`src/robo_consts.svh`:
```
`ifndef ROBO_CONSTS_SVH
`define ROBO_CONSTS_SVH

// Motor and encoder channels on this board
`define NUM_MOTORS 2

// Command bytes in one SPI frame
`define RX_BYTES 5

// First byte on MISO in every frame
`define SPI_VERSION 8'h02

// Highest phase of the triangle PWM counter
`define PWM_TOP 510

// Cycles without a valid frame before the drive is blanked
// Kept short for simulation, a board build raises this
`define WDOG_CYCLES 20000

// Kicker timing in sysclk cycles
`define KICK_TICK 4
`define KICK_LOCKOUT 200

`endif

```
`src/robo_pkg.sv`:
```
`default_nettype none

`include "robo_consts.svh"

package robo_pkg;

	typedef logic [7:0] byte_t;
	typedef logic [8:0] speed_t;
	typedef logic [8:0] pwm_phase_t;
	// Hall code ordered {a, b, c}
	typedef logic [2:0] hall_t;
	// Gates ordered {high_a, low_a, high_b, low_b, high_c, low_c}
	typedef logic [5:0] bridge_t;
	typedef logic [15:0] enc_count_t;

	typedef struct packed {
		logic dir;
		speed_t speed;
	} motor_cmd_t;

	typedef struct packed {
		logic charge_enable;
		logic kick_select;
		byte_t strength;
	} kick_cmd_t;

	typedef struct packed {
		logic [1:0] pad;
		logic kick_select;
		logic charge_override;
		logic charge_enable;
		logic kcharge;
		logic lockout;
		logic done;
	} kick_status_t;

	// Index 0 of enc is encoder 1
	typedef struct packed {
		enc_count_t [`NUM_MOTORS-1:0] enc;
		byte_t fault;
		kick_status_t kick;
	} robo_status_t;

	typedef enum logic [1:0] {
		KICK_READY,
		KICK_FIRE,
		KICK_LOCKOUT
	} kick_state_t;

endpackage

`default_nettype wire

```
`src/spi_target.sv`:
```
`timescale 1ns/1ns
`default_nettype none

`include "robo_consts.svh"

module spi_target import robo_pkg::*; (
	input wire sysclk,
	input wire arst_n,
	input wire fpga_ncs,
	input wire mosi,
	input wire sck,
	input wire robo_status_t status,
	output logic miso,
	output logic miso_en,
	output byte_t [`RX_BYTES-1:0] rx_data,
	output logic frame_done
);

	logic sck_meta, sck_s, sck_d;
	logic mosi_meta, mosi_s, mosi_d;
	logic ncs_meta, ncs_s, ncs_d;
	logic sck_rise, sck_fall;
	logic [2:0] bit_count;
	logic [3:0] byte_count;
	byte_t shift_reg;
	byte_t next_tx;
	logic rx_strobe;
	robo_status_t status_q;

	// Two-flop synchronizers, the _d stages feed edge detection
	always_ff @(posedge sysclk or negedge arst_n) begin
		if (!arst_n) begin
			sck_meta <= 1'b0;
			sck_s <= 1'b0;
			sck_d <= 1'b0;
			mosi_meta <= 1'b0;
			mosi_s <= 1'b0;
			ncs_meta <= 1'b1;
			ncs_s <= 1'b1;
			ncs_d <= 1'b1;
		end else begin
			sck_meta <= sck;
			sck_s <= sck_meta;
			sck_d <= sck_s;
			mosi_meta <= mosi;
			mosi_s <= mosi_meta;
			ncs_meta <= fpga_ncs;
			ncs_s <= ncs_meta;
			ncs_d <= ncs_s;
		end
	end

	assign sck_rise = sck_s && !sck_d;
	assign sck_fall = !sck_s && sck_d;

	// One register shifts MISO out and MOSI in
	always_ff @(posedge sysclk or negedge arst_n) begin
		if (!arst_n) begin
			shift_reg <= `SPI_VERSION;
			bit_count <= '0;
			byte_count <= '0;
			mosi_d <= 1'b0;
			rx_strobe <= 1'b0;
			rx_data <= '0;
		end else begin
			rx_strobe <= 1'b0;
			if (ncs_s) begin
				shift_reg <= `SPI_VERSION;
				bit_count <= '0;
				byte_count <= '0;
			end else begin
				// Middle of a bit
				if (sck_rise) begin
					mosi_d <= mosi_s;
					if (bit_count == 3'd7) begin
						rx_strobe <= 1'b1;
						if (byte_count < 4'(`RX_BYTES)) begin
							rx_data[byte_count] <= {shift_reg[6:0], mosi_s};
						end
					end
				end
				// End of a bit
				if (sck_fall) begin
					bit_count <= bit_count + 3'd1;
					if (bit_count == 3'd7) begin
						shift_reg <= next_tx;
						if (byte_count != 4'hf) begin
							byte_count <= byte_count + 4'd1;
						end
					end else begin
						shift_reg <= {shift_reg[6:0], mosi_d};
					end
				end
			end
		end
	end

	// Whole status frame comes from one instant
	always_ff @(posedge sysclk or negedge arst_n) begin
		if (!arst_n) begin
			status_q <= '0;
		end else if (rx_strobe && byte_count == 4'd0) begin
			status_q <= status;
		end
	end

	// byte_count still holds the byte just finished
	always_comb begin
		case (byte_count)
			4'd0: next_tx = status_q.enc[0][7:0];
			4'd1: next_tx = status_q.enc[0][15:8];
			4'd2: next_tx = status_q.enc[1][7:0];
			4'd3: next_tx = status_q.enc[1][15:8];
			4'd4: next_tx = status_q.fault;
			4'd5: next_tx = status_q.kick;
			default: next_tx = '0;
		endcase
	end

	// Only frames of exactly RX_BYTES whole bytes count
	always_ff @(posedge sysclk or negedge arst_n) begin
		if (!arst_n) begin
			frame_done <= 1'b0;
		end else begin
			frame_done <= ncs_s && !ncs_d && byte_count == 4'(`RX_BYTES) && bit_count == 3'd0;
		end
	end

	assign miso = shift_reg[7];
	assign miso_en = !ncs_s;

endmodule

`default_nettype wire

```
`src/drive_timebase.sv`:
```
`timescale 1ns/1ns
`default_nettype none

`include "robo_consts.svh"

module drive_timebase import robo_pkg::*; (
	input wire sysclk,
	input wire arst_n,
	input wire wdog_restart,
	output pwm_phase_t pwm_phase,
	output logic wdog_expired
);

	localparam int WDOG_W = $clog2(`WDOG_CYCLES + 1);

	logic counting_down;
	logic [WDOG_W-1:0] wdog_count;

	// Triangle 0 -> PWM_TOP -> 0, turning one step early on each side
	always_ff @(posedge sysclk or negedge arst_n) begin
		if (!arst_n) begin
			pwm_phase <= '0;
			counting_down <= 1'b0;
		end else if (!counting_down) begin
			if (pwm_phase == pwm_phase_t'(`PWM_TOP - 1)) begin
				counting_down <= 1'b1;
			end
			pwm_phase <= pwm_phase + 1'b1;
		end else begin
			if (pwm_phase == pwm_phase_t'(1)) begin
				counting_down <= 1'b0;
			end
			pwm_phase <= pwm_phase - 1'b1;
		end
	end

	// Expired from reset until the first frame
	always_ff @(posedge sysclk or negedge arst_n) begin
		if (!arst_n) begin
			wdog_count <= '0;
			wdog_expired <= 1'b1;
		end else if (wdog_restart) begin
			wdog_count <= '0;
			wdog_expired <= 1'b0;
		end else if (!wdog_expired) begin
			if (wdog_count == WDOG_W'(`WDOG_CYCLES - 1)) begin
				wdog_expired <= 1'b1;
			end else begin
				wdog_count <= wdog_count + 1'b1;
			end
		end
	end

endmodule

`default_nettype wire

```
`src/command_regs.sv`:
```
`timescale 1ns/1ns
`default_nettype none

`include "robo_consts.svh"

module command_regs import robo_pkg::*; (
	input wire sysclk,
	input wire arst_n,
	input wire byte_t [`RX_BYTES-1:0] rx_data,
	input wire frame_done,
	input wire wdog_expired,
	output motor_cmd_t [`NUM_MOTORS-1:0] motor_cmd,
	output kick_cmd_t kick_cmd,
	output logic kick_strobe,
	output logic wdog_restart
);

	// Last motor's high byte also carries the kicker bits
	localparam int CTRL_BYTE = 2 * `NUM_MOTORS - 1;
	localparam int STRENGTH_BYTE = `RX_BYTES - 1;

	always_ff @(posedge sysclk or negedge arst_n) begin
		if (!arst_n) begin
			motor_cmd <= '0;
			kick_cmd <= '0;
			kick_strobe <= 1'b0;
			wdog_restart <= 1'b0;
		end else begin
			kick_strobe <= 1'b0;
			wdog_restart <= frame_done;
			if (frame_done) begin
				for (int i = 0; i < `NUM_MOTORS; i++) begin
					motor_cmd[i].speed <= {rx_data[2*i+1][0], rx_data[2*i]};
					motor_cmd[i].dir <= rx_data[2*i+1][1];
				end
				kick_cmd.charge_enable <= rx_data[CTRL_BYTE][7];
				kick_cmd.kick_select <= rx_data[CTRL_BYTE][6];
				kick_cmd.strength <= rx_data[STRENGTH_BYTE];
				kick_strobe <= (rx_data[STRENGTH_BYTE] != 8'h00);
			end else if (wdog_expired && !wdog_restart) begin
				// Expired flag lags the restart by a cycle, so skip blanking then
				for (int i = 0; i < `NUM_MOTORS; i++) begin
					motor_cmd[i] <= '0;
				end
				kick_cmd.charge_enable <= 1'b0;
			end
		end
	end

endmodule

`default_nettype wire

```
`src/bldc_commutator.sv`:
```
`timescale 1ns/1ns
`default_nettype none

module bldc_commutator import robo_pkg::*; (
	input wire sysclk,
	input wire arst_n,
	input wire pwm_phase_t pwm_phase,
	input wire motor_cmd_t cmd,
	input wire hall_t hall,
	output bridge_t bridge,
	output logic fault
);

	hall_t hall_meta, hall_s;
	// One-hot phase selects, bit 2 is phase A
	logic [2:0] table_hi, table_lo;
	logic [2:0] drive_hi, drive_lo;
	logic pwm_on;
	logic hall_bad;
	bridge_t bridge_next;

	always_ff @(posedge sysclk or negedge arst_n) begin
		if (!arst_n) begin
			hall_meta <= '0;
			hall_s <= '0;
		end else begin
			hall_meta <= hall;
			hall_s <= hall_meta;
		end
	end

	// Forward six-step table
	always_comb begin
		case (hall_s)
			3'b101: begin table_hi = 3'b100; table_lo = 3'b010; end
			3'b100: begin table_hi = 3'b100; table_lo = 3'b001; end
			3'b110: begin table_hi = 3'b010; table_lo = 3'b001; end
			3'b010: begin table_hi = 3'b010; table_lo = 3'b100; end
			3'b011: begin table_hi = 3'b001; table_lo = 3'b100; end
			3'b001: begin table_hi = 3'b001; table_lo = 3'b010; end
			default: begin table_hi = 3'b000; table_lo = 3'b000; end
		endcase
	end

	assign hall_bad = (hall_s == 3'b000) || (hall_s == 3'b111);

	// dir set runs in reverse
	assign drive_hi = cmd.dir ? table_lo : table_hi;
	assign drive_lo = cmd.dir ? table_hi : table_lo;

	assign pwm_on = cmd.speed > pwm_phase;

	always_comb begin
		if (cmd.speed == '0) begin
			bridge_next = '0;
		end else begin
			bridge_next = {drive_hi[2] & pwm_on, drive_lo[2],
				drive_hi[1] & pwm_on, drive_lo[1],
				drive_hi[0] & pwm_on, drive_lo[0]};
		end
	end

	always_ff @(posedge sysclk or negedge arst_n) begin
		if (!arst_n) begin
			bridge <= '0;
			fault <= 1'b0;
		end else begin
			bridge <= bridge_next;
			fault <= hall_bad;
		end
	end

endmodule

`default_nettype wire

```
`src/quad_encoder.sv`:
```
`timescale 1ns/1ns
`default_nettype none

module quad_encoder import robo_pkg::*; (
	input wire sysclk,
	input wire arst_n,
	input wire enc_a,
	input wire enc_b,
	output enc_count_t count
);

	logic [1:0] ab_meta, ab_s, ab_d;
	logic a_moved, b_moved;

	always_ff @(posedge sysclk or negedge arst_n) begin
		if (!arst_n) begin
			ab_meta <= '0;
			ab_s <= '0;
			ab_d <= '0;
		end else begin
			ab_meta <= {enc_a, enc_b};
			ab_s <= ab_meta;
			ab_d <= ab_s;
		end
	end

	assign a_moved = ab_s[1] ^ ab_d[1];
	assign b_moved = ab_s[0] ^ ab_d[0];

	// A leads when new A differs from old B; both moving at once is dropped
	always_ff @(posedge sysclk or negedge arst_n) begin
		if (!arst_n) begin
			count <= '0;
		end else if (a_moved ^ b_moved) begin
			if (ab_s[1] ^ ab_d[0]) begin
				count <= count + 1'b1;
			end else begin
				count <= count - 1'b1;
			end
		end
	end

endmodule

`default_nettype wire

```
`src/kicker_fsm.sv`:
```
`timescale 1ns/1ns
`default_nettype none

`include "robo_consts.svh"

module kicker_fsm import robo_pkg::*; (
	input wire sysclk,
	input wire arst_n,
	input wire kick_strobe,
	input wire kick_cmd_t kick_cmd,
	input wire discharge,
	input wire kdone,
	output logic kcharge,
	output logic kkick,
	output logic kchip,
	output kick_status_t status
);

	localparam int FIRE_MAX = 255 * `KICK_TICK;
	localparam int DUR_MAX = (FIRE_MAX > `KICK_LOCKOUT) ? FIRE_MAX : `KICK_LOCKOUT;
	localparam int DUR_W = $clog2(DUR_MAX + 1);

	kick_state_t state;
	logic [DUR_W-1:0] duration;
	logic button_meta, button_s;
	logic done_meta, done_s;
	logic charge_override;
	logic fire_select;
	logic fire_start;
	logic kick_pulse;
	byte_t fire_strength;

	// Button and done inputs are active low
	always_ff @(posedge sysclk or negedge arst_n) begin
		if (!arst_n) begin
			button_meta <= 1'b0;
			button_s <= 1'b0;
			done_meta <= 1'b0;
			done_s <= 1'b0;
			charge_override <= 1'b0;
		end else begin
			button_meta <= ~discharge;
			button_s <= button_meta;
			done_meta <= ~kdone;
			done_s <= done_meta;
			if (button_s) begin
				charge_override <= 1'b1;
			end
		end
	end

	// Manual discharge dumps the caps at full strength
	assign fire_start = button_s || kick_strobe;
	assign fire_strength = button_s ? 8'hff : kick_cmd.strength;

	always_ff @(posedge sysclk or negedge arst_n) begin
		if (!arst_n) begin
			state <= KICK_READY;
			duration <= '0;
			fire_select <= 1'b0;
		end else begin
			case (state)
				KICK_READY: begin
					if (fire_start) begin
						state <= KICK_FIRE;
						duration <= DUR_W'(int'(fire_strength) * `KICK_TICK - 1);
						fire_select <= kick_cmd.kick_select;
					end
				end
				KICK_FIRE: begin
					if (duration == '0) begin
						state <= KICK_LOCKOUT;
						duration <= DUR_W'(`KICK_LOCKOUT - 1);
					end else begin
						duration <= duration - 1'b1;
					end
				end
				KICK_LOCKOUT: begin
					if (duration == '0) begin
						state <= KICK_READY;
					end else begin
						duration <= duration - 1'b1;
					end
				end
				default: state <= KICK_READY;
			endcase
		end
	end

	assign kick_pulse = (state == KICK_FIRE);
	assign kkick = kick_pulse && !fire_select;
	assign kchip = kick_pulse && fire_select;
	// No charging while firing or locked out
	assign kcharge = (state == KICK_READY) && kick_cmd.charge_enable && !charge_override;

	assign status = '{
		pad: 2'b00,
		kick_select: kick_cmd.kick_select,
		charge_override: charge_override,
		charge_enable: kick_cmd.charge_enable,
		kcharge: kcharge,
		lockout: (state == KICK_LOCKOUT),
		done: done_s
	};

endmodule

`default_nettype wire

```
`src/robo_top.sv`:
```
`timescale 1ns/1ns
`default_nettype none

`include "robo_consts.svh"

module robo_top import robo_pkg::*; (
	input wire sysclk,
	input wire arst_n,
	input wire hall_t [`NUM_MOTORS-1:0] hall,
	output bridge_t [`NUM_MOTORS-1:0] bridge,
	input wire [`NUM_MOTORS-1:0] enc_a,
	input wire [`NUM_MOTORS-1:0] enc_b,
	input wire discharge,
	input wire kdone,
	input wire fpga_ncs,
	input wire mosi,
	input wire sck,
	output logic kcharge,
	output logic kkick,
	output logic kchip,
	output logic miso,
	output logic miso_en
);

	byte_t [`RX_BYTES-1:0] rx_data;
	logic frame_done;
	logic wdog_restart;
	logic wdog_expired;
	pwm_phase_t pwm_phase;
	motor_cmd_t [`NUM_MOTORS-1:0] motor_cmd;
	kick_cmd_t kick_cmd;
	logic kick_strobe;
	logic [`NUM_MOTORS-1:0] fault;
	enc_count_t [`NUM_MOTORS-1:0] enc_count;
	kick_status_t kick_status;
	robo_status_t status;

	// Fault bit n-1 belongs to motor n
	assign status = '{
		enc: enc_count,
		fault: byte_t'(fault),
		kick: kick_status
	};

	spi_target spi_target_i (
		.sysclk(sysclk),
		.arst_n(arst_n),
		.fpga_ncs(fpga_ncs),
		.mosi(mosi),
		.sck(sck),
		.status(status),
		.miso(miso),
		.miso_en(miso_en),
		.rx_data(rx_data),
		.frame_done(frame_done)
	);

	drive_timebase drive_timebase_i (
		.sysclk(sysclk),
		.arst_n(arst_n),
		.wdog_restart(wdog_restart),
		.pwm_phase(pwm_phase),
		.wdog_expired(wdog_expired)
	);

	command_regs command_regs_i (
		.sysclk(sysclk),
		.arst_n(arst_n),
		.rx_data(rx_data),
		.frame_done(frame_done),
		.wdog_expired(wdog_expired),
		.motor_cmd(motor_cmd),
		.kick_cmd(kick_cmd),
		.kick_strobe(kick_strobe),
		.wdog_restart(wdog_restart)
	);

	for (genvar i = 0; i < `NUM_MOTORS; i++) begin : g_motor
		bldc_commutator bldc_commutator_i (
			.sysclk(sysclk),
			.arst_n(arst_n),
			.pwm_phase(pwm_phase),
			.cmd(motor_cmd[i]),
			.hall(hall[i]),
			.bridge(bridge[i]),
			.fault(fault[i])
		);

		quad_encoder quad_encoder_i (
			.sysclk(sysclk),
			.arst_n(arst_n),
			.enc_a(enc_a[i]),
			.enc_b(enc_b[i]),
			.count(enc_count[i])
		);
	end

	kicker_fsm kicker_fsm_i (
		.sysclk(sysclk),
		.arst_n(arst_n),
		.kick_strobe(kick_strobe),
		.kick_cmd(kick_cmd),
		.discharge(discharge),
		.kdone(kdone),
		.kcharge(kcharge),
		.kkick(kkick),
		.kchip(kchip),
		.status(kick_status)
	);

endmodule

`default_nettype wire

```
`config.mk`:
```
export PLATFORM = sky130hd
export DESIGN_NAME = robo_top
export DESIGN_NICKNAME = d
export VERILOG_FILES = /design/src/robo_pkg.sv /design/src/spi_target.sv /design/src/drive_timebase.sv /design/src/command_regs.sv /design/src/bldc_commutator.sv /design/src/quad_encoder.sv /design/src/kicker_fsm.sv /design/src/robo_top.sv
export VERILOG_INCLUDE_DIRS = /design/src
export SDC_FILE = /design/constraint.sdc
export NUM_CORES = 1
export LEC_CHECK = 0
export BUFFER_PORTS_ARGS = -buffer_cell sky130_fd_sc_hd__clkbuf_2
export CORE_ASPECT_RATIO = 1.75
export CORE_MARGIN = 2
export CORE_UTILIZATION = 55
export CTS_BUF_LIST = sky130_fd_sc_hd__clkbuf_16
export CTS_CLUSTER_SIZE = 20
export DETAILED_ROUTE_END_ITERATION = 10
export PLACE_DENSITY_LB_ADDON = 0.25
export SLEW_MARGIN = 20
export SYNTH_ARGS = -nofsm -noshare
export SYNTH_HDL_FRONTEND = slang
export SYNTH_SLANG_ARGS = --single-unit
```
`constraint.sdc`:
```
create_clock -name sysclk -period 2.9 [get_ports sysclk]
set_input_delay 0.29 -clock sysclk [delete_from_list [all_inputs] [get_ports sysclk]]
set_output_delay 0.29 -clock sysclk [all_outputs]
set_load 0.005 [all_outputs]
```
==> impl_results.md <==
- Outcome: complete, no violations
- Number of resized instances in the post-cts repair step: 0
- Overall die area: 22600 um2
- Largest registers: spi_target_i.status_q (40), g_motor.quad_encoder_i.count (32), spi_target_i.rx_data (30)
- Root buffer selected by CTS: clkbuf_16
- Width of the die: 115 um
- Switching power summed over all nets: 2.78 mW
- Worst VDD drop: 0.000720 V
- Max capacitance violation total: 0
- Count of inserted antenna diode cells: 0
- Count leader, synth: dfrtp_1
- Clock network latency to the later pin of the worst-skew pair: 510 ps
- Flip-flop count of the largest register after layout: 40
- Worst slew margin relative to its limit: 34.4%
- Number of cells on the worst reg-to-reg path: 9
- Cell Rows: 70
- Per-cell routed wire length: 17.5 um
- Post-Route Hold Slack: 323 ps
- Number of detailed-routing iterations run before antenna repair: 5
- # placed instances: 1364
- Final GP Congestion: 0.943
- Detailed-route vias per instance: 5.95
- Cell Count, Final, Fillers Out: 1418
- Sum of met3 wire segment lengths after detailed routing: 823 um
- Total count of max-transition violations in the final report: 0
- Delay of the slowest cell on the worst path: 440 ps
- Clk sink count: 242
- Largest delay share family, worst path: simple AND/OR/NAND/NOR gates
- Sum of buffers and inverters on the critical path: 1
- Number of synthesized register bits: 242
- Post-synthesis instance area: 11800 um2
- Number of global-route vias before repair: 8529
- Total wirelength of the detailed-routed design: 24800 um
- Wire length of the first global-routing pass: 41800 um
- Nets: 1211
- Clock Power Share: 31.1%
- Number of failing hold endpoints at the final stage: 0
- Count of different cell masters after synthesis: 71
- Share of total power in sequential cells: 49.4%
- DR vias: 8436
- Residual DRC count: 0
- Setup repair after global routing missed its margin: no
- Number of instances in the synthesized netlist: 1123
- Worst slack after detailed placement: 222 ps
- Share of the clock period used by the worst path after layout: 93.3%
- Syn avg cell area: 10.5 um2
- Switching Share: 31.5%
- Maximum root-to-sink buffer count: 3
- Slack of the critical path: 193 ps
- TritonCTS Buffers: 23
- Final setup violating endpoints: 0
- Critical Path Slowest Stage Cell: ha_1
- Category of the critical setup timing path: flip-flop to flip-flop
- Crit path max fanout: 8
- Type of origin of the critical path: flip-flop
- Crit path arrival time: 3130 ps
- Antenna-violating nets left: 0
- Length of routed wiring on met1: 9220 um
- Largest cells by area after synthesis: dfrtp_1 50%, mux2_2 8.0%, ha_1 4.4%
- Leftover overflow at the end of global routing: 0
- Worst Skew: 7.15 ps
- Worst hold path class: input port to asynchronous set/reset pin
- Post-synthesis cell type with the largest combined area: dfrtp_1
- Setup crit end kind: flip-flop
- Vertical die dimension: 198 um
- Clock slew at the register clock pins of the worst setup and hold paths: 60 ps
- Gate power share: 19.5%
- Power density relative to cell area: 675 nW/um2
- Proportion of layout cells with a drive suffix above 1: 16.7%
- Crit path depth: 9
- Area added between synthesis and finish: 10.9%
- I/O pin count: 34
- Count of flip-flops with a built-in enable after synthesis: 0
- Total core area: 20900 um2
- Critical Path, Cell by Cell: xor2_1 > inv_2 > ha_1 > nand3_1 > or2_2 > and3_1 > o31ai_1 > mux2i_1 > xnor2_1
- Top layer reached by signal wires: met4
- Effective utilization at floorplan: 56.2%
- Worst Tran Pin Value: 982 ps
- Port Buffer Count: 33
- Number of warnings issued by yosys: 0
- Required time of the critical path: 3330 ps
- Total routing resource utilization after global routing: 22.7%
- Max Clk Rate: 369 MHz
- Fraction of synthesized cell area taken by the top area cell type: 50.4%
- Internal power summed over all cells: 6.04 mW
- Share of synthesized area occupied by flip-flops and latches: 51.5%
- Total nets after synthesis: 1181
- Number of DRC violations after detailed-routing iteration 0: 536
- Post-synth ARST share: 100%
- Primary FF master, synth: dfrtp_1
- Top post-synthesis cells by count: 237 x dfrtp_1, 102 x nand2_1, 98 x nor2_1
- Final critical path time including I/O delays and setup: 2710 ps
- CTS HTree Levels: 1
- Initial antenna violation count: 0
- Estimated wirelength of the detail-placed design: 17700 um
- Final total negative setup slack: 0 ps
- Clock tree from TritonCTS: built
- Leakage power figure: 5.87 nW
- Met2 WL post-DR: 13800 um
- Biggest register: spi_target_i.status_q
- Largest net degree at the start of global routing: 70
[power groups by stage]
stage | registers [mW] | clock network [mW] | logic (mW)
floorplan | 3.98 | 0 | 1.60
global placement | 4.40 | 0 | 1.66
detailed placement | 4.40 | 0 | 1.69
CTS | 4.35 | 2.82 | 1.72
global route | 4.43 | 2.95 | 1.93
finish | 4.36 | 2.74 | 1.72
[worst reg2reg max path, delay by kind of cell (launching register included)]
kind | cells | cell delay, ps
xor gates and xnor gates | 2 | 480
muxes | 1 | 260
DFF | 1 | 390
AOI/OAI and AO/OA | 1 | 340
adders and majority gates | 1 | 440
and+or+nand+nor | 3 | 610
buffers and inverters | 1 | 110
[kinds of logic after synthesis]
logic type | count (synthesis) | synth area share [%]
multiplexers | 100 | 9.40
adder cells (fa/ha/maj) | 42 | 4.44
AND/OR/NAND/NOR | 371 | 15.4
flip-flops | 242 | 51.5
AO/OA/AOI/OAI | 206 | 11.3
XOR/XNOR | 65 | 4.84
buffers and inverters | 97 | 3.10
[per-layer routing]
| metal | vias to the layer above | GRT usage (%) |
|---|---|---|
| li1 | 4037 | - |
| met1 | 4145 | 25.6 |
| met2 | 184 | 42.9 |
| met3 | 70 | 2.21 |
| met4 | 0 | 9.08 |
| met5 | - | 0 |
[final timing paths]
path	start	to	slack, ps
worst max register to register	g_motor[1].quad_encoder_i.ab_s[1]$_DFF_PN0_	g_motor[1].quad_encoder_i.count[13]$_DFFE_PN0P_	190
worst min register to register	g_motor[1].bldc_commutator_i.hall_meta[2]$_DFF_PN0_	g_motor[1].bldc_commutator_i.hall_s[2]$_DFF_PN0_	350
min in group sysclk	g_motor[1].bldc_commutator_i.hall_meta[2]$_DFF_PN0_	g_motor[1].bldc_commutator_i.hall_s[2]$_DFF_PN0_	350
worst min-delay path	arst_n	drive_timebase_i.pwm_phase[2]$_DFF_PN0_	320
worst max-delay path	g_motor[1].quad_encoder_i.ab_s[1]$_DFF_PN0_	g_motor[1].quad_encoder_i.count[13]$_DFFE_PN0P_	190
max in group asynchronous	arst_n	spi_target_i.ncs_meta$_DFF_PN1_	1780
[cell type report]
class                   count  area [um2]
well taps                 252         315
multi-input cells         784        5340
fillers                  1723        7880
repair buffers             69         536
inverters                  33         124
clock inverters            15        96.3
clock buffers              23         576
flip-flops and latches    242        6060
[through the flow]
| step | instance area [um2] | utilization [%] | total power [mW] |
|---|---|---|---|
| after floorplan | 11800 | - | 5.59 |
| after global placement | 12200 | 58.4 | 6.06 |
| after detailed placement | 12200 | 58.4 | 6.10 |
| after CTS | 13100 | 62.4 | 8.88 |
| after global routing | 13100 | 62.4 | 9.31 |
| final | 13100 | 62.4 | 8.82 |
[layout by cell type, fill, tap and decap left out, types with 25 or more instances in the layout]
cell	netlist	routed
a21oi_1	57	57
mux2_2	84	84
nor2_1	98	98
ha_1	41	41
nor3_1	31	31
nand3_1	25	25
clkbuf_2	0	32
xor2_1	25	25
dfrtp_1	237	237
o21ai_0	55	55
xnor2_1	40	40
nand2_1	102	102
inv_1	32	36
[what timing repair did]
item / CTS / global route
endpoints found under the setup margin: 0 / 0
buffers inserted: 0 / 0
hold buffers: 16 / 0
hold endpoints to repair: 79 / 0
No activity file was read; power rests on OpenSTA's default activity.
